<file path="config.mk">
export PLATFORM = sky130hd
export DESIGN_NAME = gpu_cluster
export DESIGN_NICKNAME = d
export VERILOG_FILES = /design/src/source/cluster_cfg_pkg.sv /design/src/source/mem_types_pkg.sv /design/src/source/gpu_cluster.sv /design/src/source/outstanding_tracker.sv /design/src/source/mem_mux.sv /design/src/source/cluster_dcr_regs.sv
export SDC_FILE = /design/constraint.sdc
export NUM_CORES = 1
export LEC_CHECK = 0
export BUFFER_PORTS_ARGS = -buffer_cell sky130_fd_sc_hd__buf_2
export CAP_MARGIN = 15
export CORE_AREA = 2 2 228 230
export DETAILED_ROUTE_END_ITERATION = 8
export DIE_AREA = 0 0 230 232
export PLACE_DENSITY = 0.45
export SKIP_CTS_REPAIR_TIMING = 1
export SLEW_MARGIN = 20
export SYNTH_ARGS = -nofsm -noshare
export SYNTH_HDL_FRONTEND = slang
export SYNTH_SLANG_ARGS = --single-unit
</file>
<file path="constraint.sdc">
create_clock -name clk -period 5.1 [get_ports clk]
set_input_delay 0.255 -clock clk [delete_from_list [all_inputs] [get_ports clk]]
set_output_delay 0.255 -clock clk [all_outputs]
set_load 0.01 [all_outputs]
</file>
<file path="src/source/cluster_cfg_pkg.sv">
package cluster_cfg_pkg;

    // **************************************************
    // cluster sizes
    // **************************************************

    localparam int CORE_IDX_BITS = 2; // enough to name up to four cores.
    localparam int CORE_TAG_BITS = 4; // each core keeps its own tag space.
    localparam int MEM_TAG_BITS  = CORE_IDX_BITS + CORE_TAG_BITS;

    localparam int DCR_DATA_BITS = 32;

    // **************************************************
    // configuration registers
    // **************************************************

    typedef enum logic [3:0] {
        DCR_CORE_ENABLE = 4'h0, // one enable bit per core in the low data bits.
        DCR_ARB_MODE    = 4'h1  // arbitration mode in data bit 0.
    } dcr_addr_e;

    typedef enum logic {
        ARB_ROUND_ROBIN    = 1'b0,
        ARB_FIXED_PRIORITY = 1'b1 // the lowest core index always wins.
    } arb_mode_e;

endpackage
</file>
<file path="src/source/mem_types_pkg.sv">
package mem_types_pkg;

    import cluster_cfg_pkg::*;

    localparam int ADDR_BITS = 32;
    localparam int DATA_BITS = 32;

    typedef enum logic {
        MEM_READ  = 1'b0,
        MEM_WRITE = 1'b1
    } mem_op_e;

    // requests and responses as seen by a core.
    typedef struct packed {
        mem_op_e                  op;
        logic [ADDR_BITS-1:0]     addr;
        logic [DATA_BITS-1:0]     data; // write data, don't care for reads.
        logic [CORE_TAG_BITS-1:0] tag;
    } core_req_t;

    typedef struct packed {
        logic [DATA_BITS-1:0]     data;
        logic [CORE_TAG_BITS-1:0] tag;
    } core_rsp_t;

    // Memory side. The core index sits above the core tag.
    typedef struct packed {
        mem_op_e                 op;
        logic [ADDR_BITS-1:0]    addr;
        logic [DATA_BITS-1:0]    data;
        logic [MEM_TAG_BITS-1:0] tag;
    } mem_req_t;

    typedef struct packed {
        logic [DATA_BITS-1:0]    data;
        logic [MEM_TAG_BITS-1:0] tag;
    } mem_rsp_t;

endpackage

</file>
<file path="src/source/gpu_cluster.sv">
`timescale 1ns/10ps

module gpu_cluster
    import cluster_cfg_pkg::*;
    import mem_types_pkg::*;
#(
    parameter int NUM_CORES = 4
) (
    input  logic                     clk,
    input  logic                     rst_n,

    // configuration write
    input  logic                     dcr_wr_valid,
    input  dcr_addr_e                dcr_wr_addr,
    input  logic [DCR_DATA_BITS-1:0] dcr_wr_data,

    // core requests and responses
    input  logic [NUM_CORES-1:0]     core_req_valid,
    input  core_req_t                core_req [NUM_CORES],
    output logic [NUM_CORES-1:0]     core_req_ready,
    output logic [NUM_CORES-1:0]     core_rsp_valid,
    output core_rsp_t                core_rsp [NUM_CORES],
    input  logic [NUM_CORES-1:0]     core_rsp_ready,

    // memory port
    output logic                     mem_req_valid,
    output mem_req_t                 mem_req,
    input  logic                     mem_req_ready,
    input  logic                     mem_rsp_valid,
    input  mem_rsp_t                 mem_rsp,
    output logic                     mem_rsp_ready,

    // status
    output logic                     busy
);

    localparam int CNT_BITS = 4; // room for up to fifteen reads in flight per core.

    logic [NUM_CORES-1:0] core_enable;
    arb_mode_e            arb_mode;
    logic                 slot_full;

    cluster_dcr_regs #(
        .NUM_CORES (NUM_CORES)
    ) dcr_regs_i (
        .clk          (clk),
        .rst_n        (rst_n),
        .dcr_wr_valid (dcr_wr_valid),
        .dcr_wr_addr  (dcr_wr_addr),
        .dcr_wr_data  (dcr_wr_data),
        .core_enable  (core_enable),
        .arb_mode     (arb_mode)
    );

    mem_mux #(
        .NUM_CORES (NUM_CORES)
    ) mem_mux_i (
        .clk            (clk),
        .rst_n          (rst_n),
        .core_req_valid (core_req_valid),
        .core_req       (core_req),
        .core_req_ready (core_req_ready),
        .core_enable    (core_enable),
        .arb_mode       (arb_mode),
        .mem_req_valid  (mem_req_valid),
        .mem_req        (mem_req),
        .mem_req_ready  (mem_req_ready),
        .slot_full      (slot_full),
        .mem_rsp_valid  (mem_rsp_valid),
        .mem_rsp        (mem_rsp),
        .mem_rsp_ready  (mem_rsp_ready),
        .core_rsp_valid (core_rsp_valid),
        .core_rsp       (core_rsp),
        .core_rsp_ready (core_rsp_ready)
    );

    outstanding_tracker #(
        .NUM_CORES (NUM_CORES),
        .CNT_BITS  (CNT_BITS)
    ) tracker_i (
        .clk            (clk),
        .rst_n          (rst_n),
        .core_req_valid (core_req_valid),
        .core_req_ready (core_req_ready),
        .core_req       (core_req),
        .core_rsp_valid (core_rsp_valid),
        .core_rsp_ready (core_rsp_ready),
        .slot_full      (slot_full),
        .busy           (busy)
    );

endmodule

</file>
<file path="src/source/outstanding_tracker.sv">
`timescale 1ns/10ps

module outstanding_tracker
    import mem_types_pkg::*;
#(
    parameter int NUM_CORES = 4,
    parameter int CNT_BITS  = 4
) (
    input  logic                 clk,
    input  logic                 rst_n,

    input  logic [NUM_CORES-1:0] core_req_valid,
    input  logic [NUM_CORES-1:0] core_req_ready,
    input  core_req_t            core_req [NUM_CORES],
    input  logic [NUM_CORES-1:0] core_rsp_valid,
    input  logic [NUM_CORES-1:0] core_rsp_ready,
    input  logic                 slot_full,

    output logic                 busy
);

    logic [NUM_CORES-1:0] cnt_nonzero;

    for (genvar i = 0; i < NUM_CORES; i++) begin : g_core
        logic [CNT_BITS-1:0] cnt;
        logic                rd_accept;
        logic                rsp_done;

        assign rd_accept = core_req_valid[i] && core_req_ready[i] && (core_req[i].op == MEM_READ);
        assign rsp_done  = core_rsp_valid[i] && core_rsp_ready[i];

        always_ff @(posedge clk) begin
            if (!rst_n) begin
                cnt <= '0;
            end else if (rd_accept && !rsp_done) begin
                cnt <= cnt + 1'b1;
            end else if (rsp_done && !rd_accept) begin
                cnt <= cnt - 1'b1;
            end
        end

        assign cnt_nonzero[i] = |cnt;
    end

    assign busy = (|cnt_nonzero) || slot_full; // a write waiting in the slot also counts.

endmodule

</file>
<file path="src/source/mem_mux.sv">
`timescale 1ns/10ps

module mem_mux
    import cluster_cfg_pkg::*;
    import mem_types_pkg::*;
#(
    parameter int NUM_CORES = 4
) (
    input  logic                 clk,
    input  logic                 rst_n,

    // core request side
    input  logic [NUM_CORES-1:0] core_req_valid,
    input  core_req_t            core_req [NUM_CORES],
    output logic [NUM_CORES-1:0] core_req_ready,

    // steering from the configuration registers
    input  logic [NUM_CORES-1:0] core_enable,
    input  arb_mode_e            arb_mode,

    // memory request side
    output logic                 mem_req_valid,
    output mem_req_t             mem_req,
    input  logic                 mem_req_ready,
    output logic                 slot_full,

    // memory response side
    input  logic                 mem_rsp_valid,
    input  mem_rsp_t             mem_rsp,
    output logic                 mem_rsp_ready,

    // core response side
    output logic [NUM_CORES-1:0] core_rsp_valid,
    output core_rsp_t            core_rsp [NUM_CORES],
    input  logic [NUM_CORES-1:0] core_rsp_ready
);

    // **************************************************
    // arbitration
    // **************************************************

    logic [NUM_CORES-1:0]     req_eligible;
    logic                     grant_found;
    logic [CORE_IDX_BITS-1:0] grant_idx;
    logic [CORE_IDX_BITS-1:0] last_grant;
    logic                     slot_can_load;
    logic                     grant_fire;
    core_req_t                grant_src;
    mem_req_t                 grant_req;

    assign req_eligible  = core_req_valid & core_enable; // disabled cores are never granted.
    assign slot_can_load = !mem_req_valid || mem_req_ready; // slot empty or draining now.

    always_comb begin
        int unsigned idx;
        grant_found = 1'b0;
        grant_idx   = '0;
        for (int k = 0; k < NUM_CORES; k++) begin
            if (arb_mode == ARB_FIXED_PRIORITY) begin
                idx = k;
            end else begin
                idx = (int'(last_grant) + 1 + k) % NUM_CORES; // start past the last winner.
            end
            if (!grant_found && req_eligible[idx]) begin
                grant_found = 1'b1;
                grant_idx   = CORE_IDX_BITS'(idx);
            end
        end
    end

    assign grant_fire     = grant_found && slot_can_load;
    assign core_req_ready = grant_fire ? (NUM_CORES'(1) << grant_idx) : '0;

    assign grant_src = core_req[grant_idx];

    always_comb begin
        grant_req.op   = grant_src.op;
        grant_req.addr = grant_src.addr;
        grant_req.data = grant_src.data;
        grant_req.tag  = {grant_idx, grant_src.tag}; // the core index rides above the tag.
    end

    always_ff @(posedge clk) begin
        if (!rst_n) begin
            last_grant <= CORE_IDX_BITS'(NUM_CORES - 1); // so that core 0 comes first.
        end else if (grant_fire) begin
            last_grant <= grant_idx;
        end
    end

    // **************************************************
    // output slot
    // **************************************************

    always_ff @(posedge clk) begin
        if (!rst_n) begin
            mem_req_valid <= 1'b0;
        end else if (grant_fire) begin
            mem_req_valid <= 1'b1;
        end else if (mem_req_ready) begin
            mem_req_valid <= 1'b0;
        end
    end

    always_ff @(posedge clk) begin
        if (grant_fire) begin
            mem_req <= grant_req; // holds while the memory stalls.
        end
    end

    assign slot_full = mem_req_valid;

    // **************************************************
    // response routing
    // **************************************************

    logic [CORE_IDX_BITS-1:0] rsp_core;
    logic [NUM_CORES-1:0]     rsp_sel;

    assign rsp_core = mem_rsp.tag[MEM_TAG_BITS-1 -: CORE_IDX_BITS];

    for (genvar i = 0; i < NUM_CORES; i++) begin : g_rsp
        assign rsp_sel[i]        = (rsp_core == CORE_IDX_BITS'(i));
        assign core_rsp_valid[i] = mem_rsp_valid && rsp_sel[i];
        assign core_rsp[i]       = '{data: mem_rsp.data, tag: mem_rsp.tag[CORE_TAG_BITS-1:0]};
    end

    assign mem_rsp_ready = |(core_rsp_ready & rsp_sel); // back-pressure from the target core.

endmodule

</file>
<file path="src/source/cluster_dcr_regs.sv">
`timescale 1ns/10ps

module cluster_dcr_regs
    import cluster_cfg_pkg::*;
#(
    parameter int NUM_CORES = 4
) (
    input  logic                     clk,
    input  logic                     rst_n,

    // configuration write strobe
    input  logic                     dcr_wr_valid,
    input  dcr_addr_e                dcr_wr_addr,
    input  logic [DCR_DATA_BITS-1:0] dcr_wr_data,

    // steering outputs to the memory multiplexer
    output logic [NUM_CORES-1:0]     core_enable,
    output arb_mode_e                arb_mode
);

    // **************************************************
    // register decode
    // **************************************************

    logic wr_core_enable;
    logic wr_arb_mode;

    always_comb begin
        wr_core_enable = 1'b0;
        wr_arb_mode    = 1'b0;
        if (dcr_wr_valid) begin
            case (dcr_wr_addr)
                DCR_CORE_ENABLE: wr_core_enable = 1'b1;
                DCR_ARB_MODE:    wr_arb_mode    = 1'b1;
                default: ; // unknown addresses leave every register alone.
            endcase
        end
    end

    // **************************************************
    // registers
    // **************************************************

    always_ff @(posedge clk) begin
        if (!rst_n) begin
            core_enable <= '1; // all cores take part after reset.
        end else if (wr_core_enable) begin
            core_enable <= dcr_wr_data[NUM_CORES-1:0];
        end
    end

    always_ff @(posedge clk) begin
        if (!rst_n) begin
            arb_mode <= ARB_ROUND_ROBIN;
        end else if (wr_arb_mode) begin
            arb_mode <= arb_mode_e'(dcr_wr_data[0]);
        end
    end

endmodule

</file>
==> impl_metrics.json, run 1 <==
{
  "numCtsBuffers": 9,
  "fin_skew_ps": 10.0,
  "rsz0062_at_grt": "no",
  "syn-mean-instance-area_um2": 8.16,
  "dp_slack_ps": 1340,
  "num_io_pins": 589,
  "crit_arrival_ps": 4110,
  "cp_data_required_time_ps": 5420,
  "drt_iter0_drc": 668,
  "setup_viol": 0,
  "clk_latency_ps": 390,
  "ys_types": 47,
  "dieArea_um2": 53400,
  "drv_slew": 0,
  "cp_max_fo": 6,
  "power.total_mw": 3.92,
  "antenna_found_initial": 4,
  "ys_seq_area_frac": 0.285,
  "routabilityCongestion": 0.865,
  "fillers": 5728,
  "syn_to_final_growth_pct": 19.0,
  "grt.total_usage": 0.143,
  "post_drt_via_cell_ratio": 4.88,
  "num_rows": 83,
  "synth_edf_count": 71,
  "tightestPinTransition_ps": 1090,
  "setup_tns_ps": 0,
  "worst_slack_ps": 1310,
  "drive_above_1_share": 0.379,
  "wl_per_cell_um": 20.3,
  "worst_hold_path_type": "input port to flip-flop",
  "cp-end-kind": "flip-flop",
  "grt_pass1_wl_um": 57800,
  "hold_violations": 0,
  "syn_inst": 1122,
  "die_w_um": 230,
  "critPathLaunchType": "flip-flop",
  "period_needed_ps": 3790,
  "p_leak_nw": 4.51,
  "path_class": "flip-flop to flip-flop",
  "final_nets": 1660,
  "wirelength_um": 40000,
  "postSynthRegisterBits": 95,
  "finalCritPeriodShare": 0.744,
  "synth_fp_nets": 1501,
  "die_h_um": 232,
  "cts_root_buf": "clkbuf_16",
  "h-tree-depth": 3,
  "clk_path_buf_depth": 2,
  "fmax_mhz": 264,
  "drc": 0,
  "grt_max_degree": 88,
  "grt-ovfl-total": 0,
  "port_buffers": 380,
  "grt_pass1_vias": 9060,
  "status": "complete, no violations",
  "reg2reg_setup_slack_ps": 1310,
  "num_vias": 9617,
  "hpwl_um": 28400,
  "first_pass_iters": 7,
  "clkTransAtPathRegs_ps": 80,
  "cts_tree": "done",
  "syn-cell-area_um2": 9150,
  "powerDensity_nw_per_um2": 360,
  "slew_headroom": 0.275,
  "yosys_warnings": 0,
  "coreArea_um2": 50900,
  "antenna_left": 0,
  "clock-sinks": 95,
  "cap_violations": 0,
  "peakVddDrop_uv": 132,
  "synth_async_sr_flop_share": 0,
  "synth_ff_type": "edfxtp_1",
  "initial_core_util": 0.180,
  "holdWs_ps": 84.3
}
[where the power goes]
group	switching, mW	internal [mW]	total, mW
sequential	0.0745	1.12	1.19
combinational	1.19	0.787	1.98
clock	0.368	0.380	0.748
total	1.63	2.29	3.92
[worst max-delay path: stages, from the launching register on]
cell,delay (ps)
dfxtp_1,440
nor2_1,170
a221o_4,460
o21a_1,100
o21ai_0,500
inv_1,220
nor4_1,320
ha_1,250
inv_1,100
ha_1,300
a21o_1,180
a21oi_1,170
xnor2_1,90
or3_1,300
a21oi_1,130
[through the flow]
stage | std cells | area, um2 | utilization
2_1_floorplan | 1122 | 9150 | -
3_3_place_gp | 1950 | 10600 | 0.208
3_5_place_dp | 1950 | 10600 | 0.208
4_1_cts | 1966 | 10900 | 0.214
5_1_grt | 1968 | 10900 | 0.214
6_report | 1970 | 10900 | 0.214
[layout make-up]
type / instances / area [um2] / area share
multi-input cells: 774 / 5070 / 0.466
flip-flops and latches: 95 / 2610 / 0.240
repair buffers: 393 / 2010 / 0.185
well taps: 680 / 851 / 0.0781
clock buffers: 12 / 268 / 0.0246
clock inverters: 4 / 32.5 / 0.00299
inverters: 8 / 32.5 / 0.00299
diodes: 4 / 10.0 / 0.000919
[synthesized netlist by cell type, types with 4 or more instances]
cell type,count,area share
nor3_1,4,0.0022
mux2i_1,8,0.0087
nor4_1,5,0.0034
and3_1,4,0.0027
nand2_1,153,0.063
nor2b_1,4,0.0027
xnor2_1,8,0.0077
buf_4,151,0.12
mux2_2,69,0.085
or3_1,5,0.0034
ha_1,12,0.016
inv_1,8,0.0033
o21ai_0,5,0.0027
dfxtp_1,24,0.052
a32oi_1,138,0.13
buf_1,11,0.0045
nand3_1,276,0.15
fa_1,4,0.0087
clkbuf_1,80,0.033
a21o_1,5,0.0041
nor2_1,24,0.0098
xor2_1,5,0.0048
edfxtp_1,71,0.23
a21oi_1,14,0.0077
[cells by family (layout without fill, tap and decap cells)]
group                      after synthesis  in the layout  synth area share
and+or+nand+nor                        488            488             0.249
buffers and inverters                  253            417             0.167
AOI/OAI and AO/OA                      178            178             0.163
DFF                                     95             95             0.285
muxes                                   79             79            0.0986
adders and majority gates               16             16            0.0252
xor gates and xnor gates                13             13            0.0124
other                                    0              4                 0
[state kept, by name, summed over array words and instances, names as in the netlist]
name	count
mem_mux_i.mem_req	71
tracker_i.g_core.cnt	16
dcr_regs_i.core_enable	4
mem_mux_i.last_grant	2
dcr_regs_i.arb_mode	1
mem_mux_i.mem_req_valid	1
[layer usage]
metal | track usage | part of all wire
met1 | 0.164 | 0.38
met2 | 0.246 | 0.50
met3 | 0.0393 | 0.074
met4 | 0.0683 | 0.048
met5 | 0 | 0
[path summary, 6_finish.rpt]
path / start / to / cells after the start
max: mem_mux_i.last_grant[0]$_SDFFE_PN1N_ / tracker_i.g_core[0].cnt[3]$_SDFFE_PN0P_ / 14
min: dcr_wr_data[2] / dcr_regs_i.core_enable[2]$_SDFFE_PN1P_ / 3
max reg2reg: mem_mux_i.last_grant[0]$_SDFFE_PN1N_ / tracker_i.g_core[0].cnt[3]$_SDFFE_PN0P_ / 14
min reg2reg: tracker_i.g_core[2].cnt[3]$_SDFFE_PN0P_ / tracker_i.g_core[2].cnt[3]$_SDFFE_PN0P_ / 2
[cell usage in the layout (no fill, tap or decap), types with 8 or more instances in the layout]
master,n
nor2_1,23
nand3_1,276
buf_4,12
mux2_2,69
a32oi_1,138
mux2i_1,8
nand2_1,153
dfxtp_1,24
buf_2,380
xnor2_1,8
clkbuf_16,10
a21oi_1,14
edfxtp_1,71
ha_1,12
(Power assumes the default switching activity.)
==> run 2, diff against run 1 <==
Settings changed: ABC_AREA from default to 1, CORE_AREA 2 2 228 230 to 2 2 229 231, DIE_AREA 0 0 230 232 to 0 0 231 233, PLACE_DENSITY 0.45 to 0.43.
Clock period 5.1 ns to 3.2 ns, I/O delays scaled along.
==> run 2 against run 1 <==
Compared with the run above:
- clock skew rose by 12 ps
- total power rose to 2.9 times the previous value
- first-iteration DRC count decreased by 53%
- critical endpoint is now tracker_i.g_core[3].cnt[3]$_SDFFE_PN0P_
- synthesized cell count grew 3.2%
- non-clock buffer count did not move
- core utilization shrank 2.3 points
==> impl_metrics.json, run 2 <==
{
  "status": "complete, no violations",
  "rr_endpoint": "tracker_i.g_core[3].cnt[3]$_SDFFE_PN0P_",
  "postSynthRegisterBits": 95,
  "coreArea_um2": 51100,
  "r2r-start": "mem_mux_i.last_grant[0]$_SDFFE_PN1N_",
  "final_nets": 1735,
  "fin_skew_ps": 22.0,
  "wirelength_um": 32800,
  "initial_core_util": 0.152,
  "multi_input_area_um2": 3780,
  "hold_violations": 0,
  "drt_iter0_drc": 316,
  "cap_violations": 0,
  "die_h_um": 233,
  "hold_start": "dcr_wr_data[1]",
  "cts_root_buf": "clkbuf_16",
  "num_io_pins": 589,
  "clk_latency_ps": 380,
  "diodes": 0,
  "grt.total_usage": 0.117,
  "internal_power_mw": 5.41,
  "p_seq_frac": 0.224,
  "yosys.area.top_type": "edfxtp_1",
  "finalCritPeriodShare": 0.922,
  "setup_viol": 0,
  "fmax_mhz": 339,
  "antenna_left": 0,
  "worst_hold_path_type": "input port to flip-flop",
  "clkTransAtPathRegs_ps": 80,
  "tightestPinTransition_ps": 879,
  "routabilityCongestion": 0.908,
  "path_class": "flip-flop to flip-flop",
  "drive_above_1_share": 0.333,
  "post_drt_via_cell_ratio": 3.89,
  "dieArea_um2": 53800,
  "drv_slew": 0,
  "power.share.switching": 0.529,
  "grt_max_degree": 139,
  "yosys_warnings": 0,
  "syn_to_final_growth_pct": 25.6,
  "yosysMostFrequentCell": "nand2_1",
  "synth_ff_type": "edfxtp_1",
  "dp_slack_ps": 84.2,
  "peakVddDrop_uv": 920,
  "synth_edf_count": 71,
  "cp_max_fo": 10,
  "rsz0062_at_grt": "no",
  "largest-register": "mem_mux_i.mem_req",
  "slew_headroom": 0.414,
  "numCtsBuffers": 9,
  "largest_reg_flops": 71,
  "synth_async_sr_flop_share": 0,
  "wl_per_cell_um": 16.1,
  "antenna_found_initial": 3,
  "top_regs": "mem_mux_i.mem_req x71, tracker_i.g_core.cnt x16, dcr_regs_i.core_enable x4",
  "cp_data_required_time_ps": 3480,
  "rr_worst_depth": 20,
  "fillers": 5908,
  "num_vias": 7942,
  "syn-mean-instance-area_um2": 6.70,
  "holdPathEnd": "dcr_regs_i.core_enable[1]$_SDFFE_PN1P_",
  "cp-end-kind": "flip-flop",
  "drc": 0,
  "syn_inst": 1158,
  "critPathLaunchType": "flip-flop",
  "power.share.clock": 0.097,
  "powerDensity_nw_per_um2": 1180,
  "grt-ovfl-total": 0,
  "p_switching_mw": 6.09,
  "port_buffers": 380,
  "num_rows": 83,
  "reg2reg_setup_slack_ps": 250,
  "first_pass_iters": 5,
  "hold_path_depth": 3,
  "seqCellArea_um2": 2620,
  "hpwl_um": 25500,
  "yosys-top-cells-count": "553 x nand2_1, 153 x nand3_1, 147 x buf_4, 71 x edfxtp_1, 42 x buf_2",
  "grt_pass1_wl_um": 46500,
  "cts_tree": "done",
  "period_needed_ps": 2950,
  "synth_top_area_frac": 0.275,
  "pwr-share-comb": 0.679,
  "grt_pass1_vias": 7654,
  "worst_slack_ps": 249,
  "holdWs_ps": 12.2,
  "clk_path_buf_depth": 2,
  "final_core_util": 0.191,
  "ys_seq_area_frac": 0.337,
  "clock-sinks": 95,
  "ys_types": 29,
  "synth_fp_nets": 1537,
  "p_leak_nw": 5.23,
  "final_cell_mix": "548 x nand2_1, 380 x buf_2, 151 x nand3_1, 71 x edfxtp_1, 28 x inv_1",
  "die_w_um": 231,
  "final_common_cell": "nand2_1",
  "h-tree-depth": 3,
  "crit_arrival_ps": 3230,
  "synth_area_leaders": "edfxtp_1 27%, nand2_1 27%, buf_4 14%",
  "syn-cell-area_um2": 7760
}
==> run 2: worst max-delay path by stage <==
stage | slack [ps] | to | start | depth (start not counted)
after floorplan | -700 | tracker_i.g_core[2].cnt[3]$_SDFFE_PN0P_ | mem_mux_i.last_grant[0]$_SDFFE_PN1N_ | 20
after global placement | 150 | tracker_i.g_core[0].cnt[3]$_SDFFE_PN0P_ | dcr_regs_i.arb_mode$_SDFFE_PN0P_ | 19
after detailed placement | 80 | tracker_i.g_core[0].cnt[3]$_SDFFE_PN0P_ | dcr_regs_i.arb_mode$_SDFFE_PN0P_ | 19
after CTS | -260 | core_req_ready[3] | dcr_regs_i.arb_mode$_SDFFE_PN0P_ | 12
after global routing | 2 | tracker_i.g_core[0].cnt[3]$_SDFFE_PN0P_ | mem_mux_i.last_grant[0]$_SDFFE_PN1N_ | 20
final | 250 | tracker_i.g_core[3].cnt[3]$_SDFFE_PN0P_ | mem_mux_i.last_grant[0]$_SDFFE_PN1N_ | 20
==> run 2: cell type report <==
cell class | count | share of cell area
clock inverter | 5 | 0.00385
timing repair buffer | 393 | 0.211
sequential | 95 | 0.269
tap | 680 | 0.0874
clock buffer | 11 | 0.0260
multi-input combinational | 819 | 0.388
inverter | 38 | 0.0150
==> run 2: stage by stage <==
step / cells / TNS [ps] / instance area (um2) / total power [mW]
3_5_place_dp: 2022 / 0 / 9360 / 10.5
4_1_cts: 2038 / -265 / 9650 / 11.7
3_3_place_gp: 2022 / 0 / 9360 / 10.5
2_1_floorplan: 1158 / -6180 / 7850 / 8.13
5_1_grt: 2041 / 0 / 9740 / 12.8
6_report: 2041 / 0 / 9740 / 11.5
==> run 2: cells by family after synthesis <==
logic type / after synthesis / share of synthesized area
buf+inv: 244 / 0.197
simple gates: 756 / 0.400
flops: 95 / 0.337
compound gates: 39 / 0.0279
xor+xnor: 8 / 0.00903
fa+ha+maj: 16 / 0.0297
==> run 2: power groups by stage <==
| stage | clock [mW] | combinational [mW] | sequential (mW) |
|---|---|---|---|
| 2_1_floorplan | 0 | 5.26 | 2.86 |
| 5_1_grt | 1.24 | 8.94 | 2.64 |
| 3_5_place_dp | 0 | 7.92 | 2.61 |
| 6_report | 1.12 | 7.81 | 2.57 |
| 4_1_cts | 1.20 | 7.95 | 2.58 |
| 3_3_place_gp | 0 | 7.87 | 2.59 |
==> run 2: per-layer routing <==
metal | track usage | part of all wire | up-vias
met1 | 0.123 | 0.38 | 3556
met2 | 0.209 | 0.50 | 373
met4 | 0.0530 | 0.033 | 4
met3 | 0.0401 | 0.092 | 61
li1 | - | - | 3948
met5 | 0 | 0.00079 | -
==> run 2: worst max-delay path, stage by stage (launching register included) <==
cell and delay, ps:
dfxtp_2 370, inv_2 80, nand2_8 110, nand2_1 60
nand2_1 100, nand2_1 100, nor2_4 190, nand3_4 120
nand2_4 120, nand2_2 130, nor3_4 250, ha_2 230
inv_2 70, ha_4 200, a21o_1 160, a21oi_2 150
nor2_1 60, nor2_1 100, nand2_1 80, o21ai_1 140
a21oi_1 50
